==> src/include/prbs_consts.svh <==
`ifndef PRBS_CONSTS_SVH
`define PRBS_CONSTS_SVH

// length of the checker history and width of the tap mask
`define PRBS_N 32

// receiver geometry
`define PRBS_CHANNELS 16
`define PRBS_SYM_BITS 2

// cycles spent in the align phase
// must exceed PRBS_N plus the generator and checker pipeline
`define PRBS_ALIGN_CYCLES 40

// PRBS7 taps, samples 6 and 7 back
`define PRBS_TAPS_DEFAULT 32'h0000_0060

`endif
==> src/source/prbs_stat_pkg.sv <==
`default_nettype none

package prbs_stat_pkg;

    `include "prbs_consts.svh"

    // request to flip one lane of the next generated word
    typedef struct packed {
        logic                                               strobe;
        logic [$clog2(`PRBS_CHANNELS*`PRBS_SYM_BITS)-1:0]   lane;
    } inject_t;

    // accumulated checker results
    typedef struct packed {
        logic [63:0] err_bits;
        logic [63:0] total_bits;
    } prbs_stat_t;

endpackage

`default_nettype wire

==> src/source/prbs_cfg_pkg.sv <==
`default_nettype none

package prbs_cfg_pkg;

    `include "prbs_consts.svh"

    // checker accumulation mode
    typedef enum logic [1:0] {
        MODE_RESET  = 2'b00,
        MODE_ALIGN  = 2'b01,
        MODE_TEST   = 2'b10,
        MODE_FREEZE = 2'b11
    } checker_mode_e;

    // test sequencer states
    typedef enum logic [2:0] {
        ST_IDLE,
        ST_CLEAR,
        ST_ALIGN,
        ST_TEST,
        ST_DONE
    } ctrl_state_e;

    // eqn bit i taps the sample i+1 cycles back in the same lane
    typedef struct packed {
        logic [`PRBS_N-1:0]        eqn;
        logic [`PRBS_CHANNELS-1:0] chan_sel;
        logic                      inv_rx;
        logic                      inv_pred;
    } prbs_cfg_t;

endpackage

`default_nettype wire

==> src/source/prbs_test_top.sv <==
`timescale 1ns/1ps
`default_nettype none

`include "prbs_consts.svh"

module prbs_test_top (
    input wire logic                    clk,
    input wire logic                    reset,
    input wire prbs_cfg_pkg::prbs_cfg_t cfg,
    input wire logic                    start,
    input wire logic [31:0]             test_len,
    input wire prbs_stat_pkg::inject_t  inject,
    output prbs_stat_pkg::prbs_stat_t   stat,
    output logic                        busy,
    output logic                        done
);

    import prbs_cfg_pkg::*;

    logic [`PRBS_SYM_BITS-1:0] tx_syms [`PRBS_CHANNELS];
    checker_mode_e             mode;

    prbs_pattern_gen u_gen (
        .clk     (clk),
        .reset   (reset),
        .eqn     (cfg.eqn),
        .inject  (inject),
        .tx_syms (tx_syms)
    );

    // lane flags are not brought out
    sym_prbs_checker u_checker (
        .clk     (clk),
        .reset   (reset),
        .cfg     (cfg),
        .mode    (mode),
        .rx_syms (tx_syms),
        .stat    (stat),
        .flags   ()
    );

    prbs_test_ctrl u_ctrl (
        .clk      (clk),
        .reset    (reset),
        .start    (start),
        .test_len (test_len),
        .mode     (mode),
        .busy     (busy),
        .done     (done)
    );

endmodule

`default_nettype wire

==> src/source/prbs_test_ctrl.sv <==
`timescale 1ns/1ps
`default_nettype none

`include "prbs_consts.svh"

module prbs_test_ctrl (
    input wire logic                    clk,
    input wire logic                    reset,
    input wire logic                    start,
    input wire logic [31:0]             test_len,
    output prbs_cfg_pkg::checker_mode_e mode,
    output logic                        busy,
    output logic                        done
);

    import prbs_cfg_pkg::*;

    ctrl_state_e state;
    logic [31:0] len_q;
    // shared by align and test phases
    logic [31:0] count;

    always_ff @(posedge clk) begin
        if (reset) begin
            state <= ST_IDLE;
            len_q <= '0;
            count <= '0;
        end else begin
            case (state)
                ST_IDLE: begin
                    if (start) begin
                        len_q <= test_len;
                        state <= ST_CLEAR;
                    end
                end
                ST_CLEAR: begin
                    count <= 32'(`PRBS_ALIGN_CYCLES - 1);
                    state <= ST_ALIGN;
                end
                ST_ALIGN: begin
                    if (count == '0) begin
                        // zero length skips straight to done
                        if (len_q == '0) begin
                            state <= ST_DONE;
                        end else begin
                            count <= len_q - 32'd1;
                            state <= ST_TEST;
                        end
                    end else begin
                        count <= count - 32'd1;
                    end
                end
                ST_TEST: begin
                    if (count == '0) begin
                        state <= ST_DONE;
                    end else begin
                        count <= count - 32'd1;
                    end
                end
                ST_DONE: begin
                    state <= ST_IDLE;
                end
                default: begin
                    state <= ST_IDLE;
                end
            endcase
        end
    end

    // checker mode per state; idle and done freeze the counts
    always_comb begin
        case (state)
            ST_CLEAR: mode = MODE_RESET;
            ST_ALIGN: mode = MODE_ALIGN;
            ST_TEST:  mode = MODE_TEST;
            default:  mode = MODE_FREEZE;
        endcase
    end

    assign busy = (state != ST_IDLE);
    assign done = (state == ST_DONE);

endmodule

`default_nettype wire

==> src/source/prbs_pattern_gen.sv <==
`timescale 1ns/1ps
`default_nettype none

`include "prbs_consts.svh"

module prbs_pattern_gen (
    input wire logic                    clk,
    input wire logic                    reset,
    input wire logic [`PRBS_N-1:0]      eqn,
    input wire prbs_stat_pkg::inject_t  inject,
    output logic [`PRBS_SYM_BITS-1:0]   tx_syms [`PRBS_CHANNELS]
);

    localparam int n_lanes = `PRBS_CHANNELS * `PRBS_SYM_BITS;

    // lfsr[0] holds the most recent sequence bit
    logic [`PRBS_N-1:0] lfsr;
    logic [`PRBS_N-1:0] lfsr_next;
    logic [n_lanes-1:0] word_next;
    logic [n_lanes-1:0] flip;
    logic [n_lanes-1:0] word_q;

    // unrolled 32 steps per clock, bit k of the word is step k
    always_comb begin
        lfsr_next = lfsr;
        word_next = '0;
        for (int k = 0; k < n_lanes; k++) begin
            word_next[k] = ^(lfsr_next & eqn);
            lfsr_next    = {lfsr_next[`PRBS_N-2:0], word_next[k]};
        end
    end

    // single-bit error mask, output word only
    assign flip = inject.strobe ? (n_lanes'(1) << inject.lane) : '0;

    always_ff @(posedge clk) begin
        if (reset) begin
            lfsr <= '1;
        end else begin
            lfsr <= lfsr_next;
        end
    end

    always_ff @(posedge clk) begin
        word_q <= word_next ^ flip;
    end

    // lane b*channels+ch goes to bit b of channel ch
    always_comb begin
        for (int b = 0; b < `PRBS_SYM_BITS; b++) begin
            for (int ch = 0; ch < `PRBS_CHANNELS; ch++) begin
                tx_syms[ch][b] = word_q[b*`PRBS_CHANNELS + ch];
            end
        end
    end

endmodule

`default_nettype wire

==> src/source/sym_prbs_checker.sv <==
`timescale 1ns/1ps
`default_nettype none

`include "prbs_consts.svh"

module sym_prbs_checker #(
    parameter int n_channels   = `PRBS_CHANNELS,
    parameter int sym_bitwidth = `PRBS_SYM_BITS
) (
    input wire logic                       clk,
    input wire logic                       reset,
    input wire prbs_cfg_pkg::prbs_cfg_t    cfg,
    input wire prbs_cfg_pkg::checker_mode_e mode,
    input wire logic [sym_bitwidth-1:0]    rx_syms [n_channels],
    output prbs_stat_pkg::prbs_stat_t      stat,
    output logic [n_channels*sym_bitwidth-1:0] flags
);

    import prbs_cfg_pkg::*;

    localparam int n_lanes = n_channels * sym_bitwidth;
    localparam int cnt_w   = $clog2(n_lanes) + 1;

    logic [n_lanes-1:0] rx_bits;
    logic [cnt_w-1:0]   err_count;
    logic [cnt_w-1:0]   tot_count;
    logic [63:0]        err_acc;
    logic [63:0]        tot_acc;

    // lane b*n_channels+ch carries bit b of channel ch
    always_comb begin
        for (int b = 0; b < sym_bitwidth; b++) begin
            for (int ch = 0; ch < n_channels; ch++) begin
                rx_bits[b*n_channels + ch] = rx_syms[ch][b];
            end
        end
    end

    // one checker per lane, all sharing the full tap mask
    for (genvar k = 0; k < n_lanes; k++) begin : g_lane
        prbs_checker_core u_core (
            .clk      (clk),
            .reset    (reset),
            .eqn      (cfg.eqn),
            .inv_rx   (cfg.inv_rx),
            .inv_pred (cfg.inv_pred),
            .rx_bit   (rx_bits[k]),
            .err      (flags[k])
        );
    end

    // per-cycle sums over selected channels
    always_comb begin
        err_count = '0;
        tot_count = '0;
        for (int ch = 0; ch < n_channels; ch++) begin
            if (cfg.chan_sel[ch]) begin
                tot_count = tot_count + cnt_w'(sym_bitwidth);
                for (int b = 0; b < sym_bitwidth; b++) begin
                    err_count = err_count + cnt_w'(flags[b*n_channels + ch]);
                end
            end
        end
    end

    // accumulate by mode; align and freeze hold
    always_ff @(posedge clk) begin
        if (reset) begin
            err_acc <= '0;
            tot_acc <= '0;
        end else begin
            case (mode)
                MODE_RESET: begin
                    err_acc <= '0;
                    tot_acc <= '0;
                end
                MODE_TEST: begin
                    err_acc <= err_acc + 64'(err_count);
                    tot_acc <= tot_acc + 64'(tot_count);
                end
                default: begin
                    err_acc <= err_acc;
                    tot_acc <= tot_acc;
                end
            endcase
        end
    end

    assign stat.err_bits   = err_acc;
    assign stat.total_bits = tot_acc;

endmodule

`default_nettype wire

==> src/source/prbs_checker_core.sv <==
`timescale 1ns/1ps
`default_nettype none

`include "prbs_consts.svh"

module prbs_checker_core (
    input wire logic               clk,
    input wire logic               reset,
    input wire logic [`PRBS_N-1:0] eqn,
    input wire logic               inv_rx,
    input wire logic               inv_pred,
    input wire logic               rx_bit,
    output logic                   err
);

    // hist[0] is the sample one cycle back
    logic [`PRBS_N-1:0] hist;
    logic               rx_val;
    logic               pred;

    assign rx_val = rx_bit ^ inv_rx;

    // prediction from the tapped history samples
    assign pred = (^(hist & eqn)) ^ inv_pred;

    // history is fed from received data so the core locks on its own
    always_ff @(posedge clk) begin
        if (reset) begin
            hist <= '0;
            err  <= 1'b0;
        end else begin
            hist <= {hist[`PRBS_N-2:0], rx_val};
            err  <= rx_val ^ pred;
        end
    end

endmodule

`default_nettype wire

==> config.mk <==
export PLATFORM = sky130hd
export DESIGN_NAME = prbs_test_top
export DESIGN_NICKNAME = d
export VERILOG_FILES = /design/src/source/prbs_stat_pkg.sv /design/src/source/prbs_cfg_pkg.sv /design/src/source/prbs_test_top.sv /design/src/source/prbs_test_ctrl.sv /design/src/source/prbs_pattern_gen.sv /design/src/source/sym_prbs_checker.sv /design/src/source/prbs_checker_core.sv
export VERILOG_INCLUDE_DIRS = /design/src /design/src/include
export SDC_FILE = /design/constraint.sdc
export NUM_CORES = 2
export LEC_CHECK = 0
export ABC_CLOCK_PERIOD_IN_PS = 15040
export BUFFER_PORTS_ARGS = -buffer_cell sky130_fd_sc_hd__buf_2
export CAP_MARGIN = 20
export CORE_MARGIN = 5
export CORE_UTILIZATION = 50
export CTS_CLUSTER_DIAMETER = 120
export DETAILED_ROUTE_END_ITERATION = 16
export PLACE_DENSITY = 0.8
export REMOVE_ABC_BUFFERS = 1
export SLEW_MARGIN = 5
export SYNTH_ARGS = -nofsm -noshare
export SYNTH_HDL_FRONTEND = slang
export SYNTH_SLANG_ARGS = --single-unit
==> constraint.sdc <==
create_clock -name clk -period 15.04 [get_ports clk]
set_input_delay 1.504 -clock clk [delete_from_list [all_inputs] [get_ports clk]]
set_output_delay 1.504 -clock clk [all_outputs]
set_load 0.02 [all_outputs]
==> impl_metrics.tcl <==
set metrics [dict create \
    worstSetupEndpointType "register" \
    clk_pin_slew_worst_paths_ns 0.06 \
    cts_buffer_depth 3 \
    die-width_um 397 \
    grt_max_degree 253 \
    design_area_um2 83600 \
    crit_top_cell "fa_1" \
    dp_hpwl_um 145000 \
    drt_pass1_iterations 8 \
    tightest_slew_ns 1.17 \
    hold_viol 0 \
    coreArea_um2 150000 \
    grt_antenna_before_repair 10 \
    synth_top_area_share_pct 35.1 \
    routed_via_density 5.62 \
    finClkSkew_ns 0.0490 \
    synth_edf_count 0 \
    synth_area_per_cell_um2 8.06 \
    seq_area_frac_synth_pct 35.1 \
    setup_viol 0 \
    placed_cell_area_um2 78600 \
    grt_pass1_wl_um 354000 \
    std_cell_rows 142 \
    synth_area_leaders "dfxtp_1, xnor2_1, nand2_1" \
    ys_ff_latch 1314 \
    fill_cells 12800 \
    crit_path_start_kind "input port" \
    synthCells 9314 \
    ys.flop_type "dfxtp_1" \
    ys_top_cells_by_count "nand2_1, xnor2_1, dfxtp_1" \
    die-area_um2 158000 \
    grtUsageTotal_pct 28.2 \
    async_flop_share_pct 0 \
    hp-class "register to register" \
    path_max_fanout 4 \
    final_max_slew_viol_count 0 \
    antenna_left 0 \
    dr.first_iter.drc_count 7364 \
    criticalPathCategory "input port to register" \
    clock_sinks 1314 \
    outcome "finished clean" \
    gp_congestion 0.922 \
    cpMaxStageDelayCell "fa_1" \
    fmax_ghz 0.0671 \
    drt_wl_total_um 233000 \
    post-route-util_pct 55.9 \
    worstPathArrival_ns 15.53 \
    yosysWarnings 0 \
    cts_buffers 138 \
    crit_required_ns 15.67 \
    io_buffer_count 219 \
    grt-ovfl-total 0 \
    syn2layout_area_growth_pct 11.4 \
    drc 0 \
    die_y_um 397 \
    start_util_pct 50.2 \
    syn-cell-area_um2 75000 \
    drive_gt1_share_pct 9.62 \
    wire_per_inst_um 20.4 \
    yosysMostFrequentCell "nand2_1" \
    min_period_ns 14.91 \
    min_period_over_period_pct 99.1 \
    io_pins 221 \
    nets 9484 \
    clock_latency_ns 0.80 \
    cap_violations 0 \
    cpPeakStageDelay_ns 0.50 \
    cts_root_buffer "clkbuf_16" \
    synth_top_area_cell "dfxtp_1" \
    cts_tree "built" \
    grt_pass1_vias 62300 \
    max-slew-margin-rel_pct 22.0 \
    h-tree-depth 4 \
    yosysUniqueCellTypes 112 \
    vias 64400 \
    rsz0062_at_grt "true" \
]
## sequential cells by signal, summed over array words and instances, names as in the netlist
signal and flops:
u_ctrl.len_q 32, u_checker.err_acc 64, u_ctrl.state 3, u_ctrl.count 32
u_checker.g_lane.u_core.hist 1024, u_gen.word_q 32, u_gen.lfsr 32, u_checker.g_lane.u_core.err 32
u_checker.tot_acc 63
## critical path, delay by kind of cell
kind	cells	cell delay, ns
adder cells (fa/ha/maj)	17	7.22
multiplexers	13	3.68
AND/OR/NAND/NOR	14	1.74
buffers and inverters	5	0.49
XOR/XNOR	3	0.48
AO/OA/AOI/OAI	3	0.41
## kinds of logic (layout without fill, tap and decap cells)
group / count (synthesis) / count (layout) / share of synthesized area, %
DFF: 1314 / 1314 / 35.1
adders and majority gates: 66 / 66 / 1.26
other: 1 / 9 / 0.00500
buffers and inverters: 751 / 873 / 3.86
xor gates and xnor gates: 2198 / 2198 / 26.3
AOI/OAI and AO/OA: 923 / 923 / 8.09
muxes: 49 / 49 / 0.712
and+or+nand+nor: 4012 / 4012 / 24.7
## per-layer routing
layer	part of all wire [%]	routed length [um]	track usage, %
met1	39	92000	36.2
met2	44	103000	44.8
met3	10	24200	5.55
met4	6.0	14100	15.2
met5	0.017	40	0
## cell usage in the layout (no fill, tap or decap), types with 37 or more instances in the layout
master,synthesis,routed
dfxtp_1,1314,1314
nand3_1,96,93
nand2_1,2227,2222
nor2_1,372,365
a22o_1,73,73
ha_1,45,45
inv_1,99,96
xnor2_1,1613,1609
nor2b_1,1002,1001
a32oi_1,88,88
o21ai_0,286,284
buf_4,5,329
xor2_1,542,538
and3_1,40,37
clkbuf_16,0,138
nor3_1,56,53
buf_2,33,185
or3_1,43,39
a21oi_1,206,198
## area by class of cell
cell class / instances / area, um2 / share of cell area (%)
clock buffers: 194 / 3900 / 4.67
well taps: 2016 / 2520 / 3.02
clock inverters: 51 / 719 / 0.861
repair buffers: 523 / 3550 / 4.25
flip-flops and latches: 1314 / 26300 / 31.5
inverters: 105 / 394 / 0.471
diodes: 8 / 20.0 / 0.0239
multi-input cells: 7249 / 46200 / 55.2
## what timing repair did
item / 4_1_cts / 5_1_grt
setup endpoints to repair: 2 / 38
gates resized for setup: 1 / 73
pin swaps: 0 / 29
endpoints found under the hold margin: 0 / 0
buffers inserted: 0 / 9
hold buffers: 0 / 0
## stage by stage
step                      setup TNS [ns]  hold slack, ns  setup WS, ns  instances
after global routing               -3.88           0.426        -0.354      11500
after global placement             -9.61           0.441        -0.653      11200
after floorplan                   -87.43           0.438         -4.93       8668
after CTS                              0           0.421       0.00338      11400
after detailed placement          -19.14           0.448        -0.967      11200
final                                  0           0.422         0.132      11500
## final timing paths
| kind | slack, ns | cells after the start | from | to |
|---|---|---|---|---|
| min | 0.42 | 1 | u_checker.g_lane[29].u_core.hist[4]$_SDFF_PP0_ | u_checker.g_lane[29].u_core.hist[5]$_SDFF_PP0_ |
| max reg2reg | 0.32 | 55 | u_checker.g_lane[16].u_core.err$_SDFF_PP0_ | u_checker.err_acc[54]$_SDFFE_PP0P_ |
| max | 0.13 | 55 | cfg[2] | u_checker.err_acc[54]$_SDFFE_PP0P_ |
| min reg2reg | 0.42 | 1 | u_checker.g_lane[29].u_core.hist[4]$_SDFF_PP0_ | u_checker.g_lane[29].u_core.hist[5]$_SDFF_PP0_ |
Power is left out: the tool's default activity adds up to more than one toggle a clock period on the data nets, which glitch-free logic cannot reach.
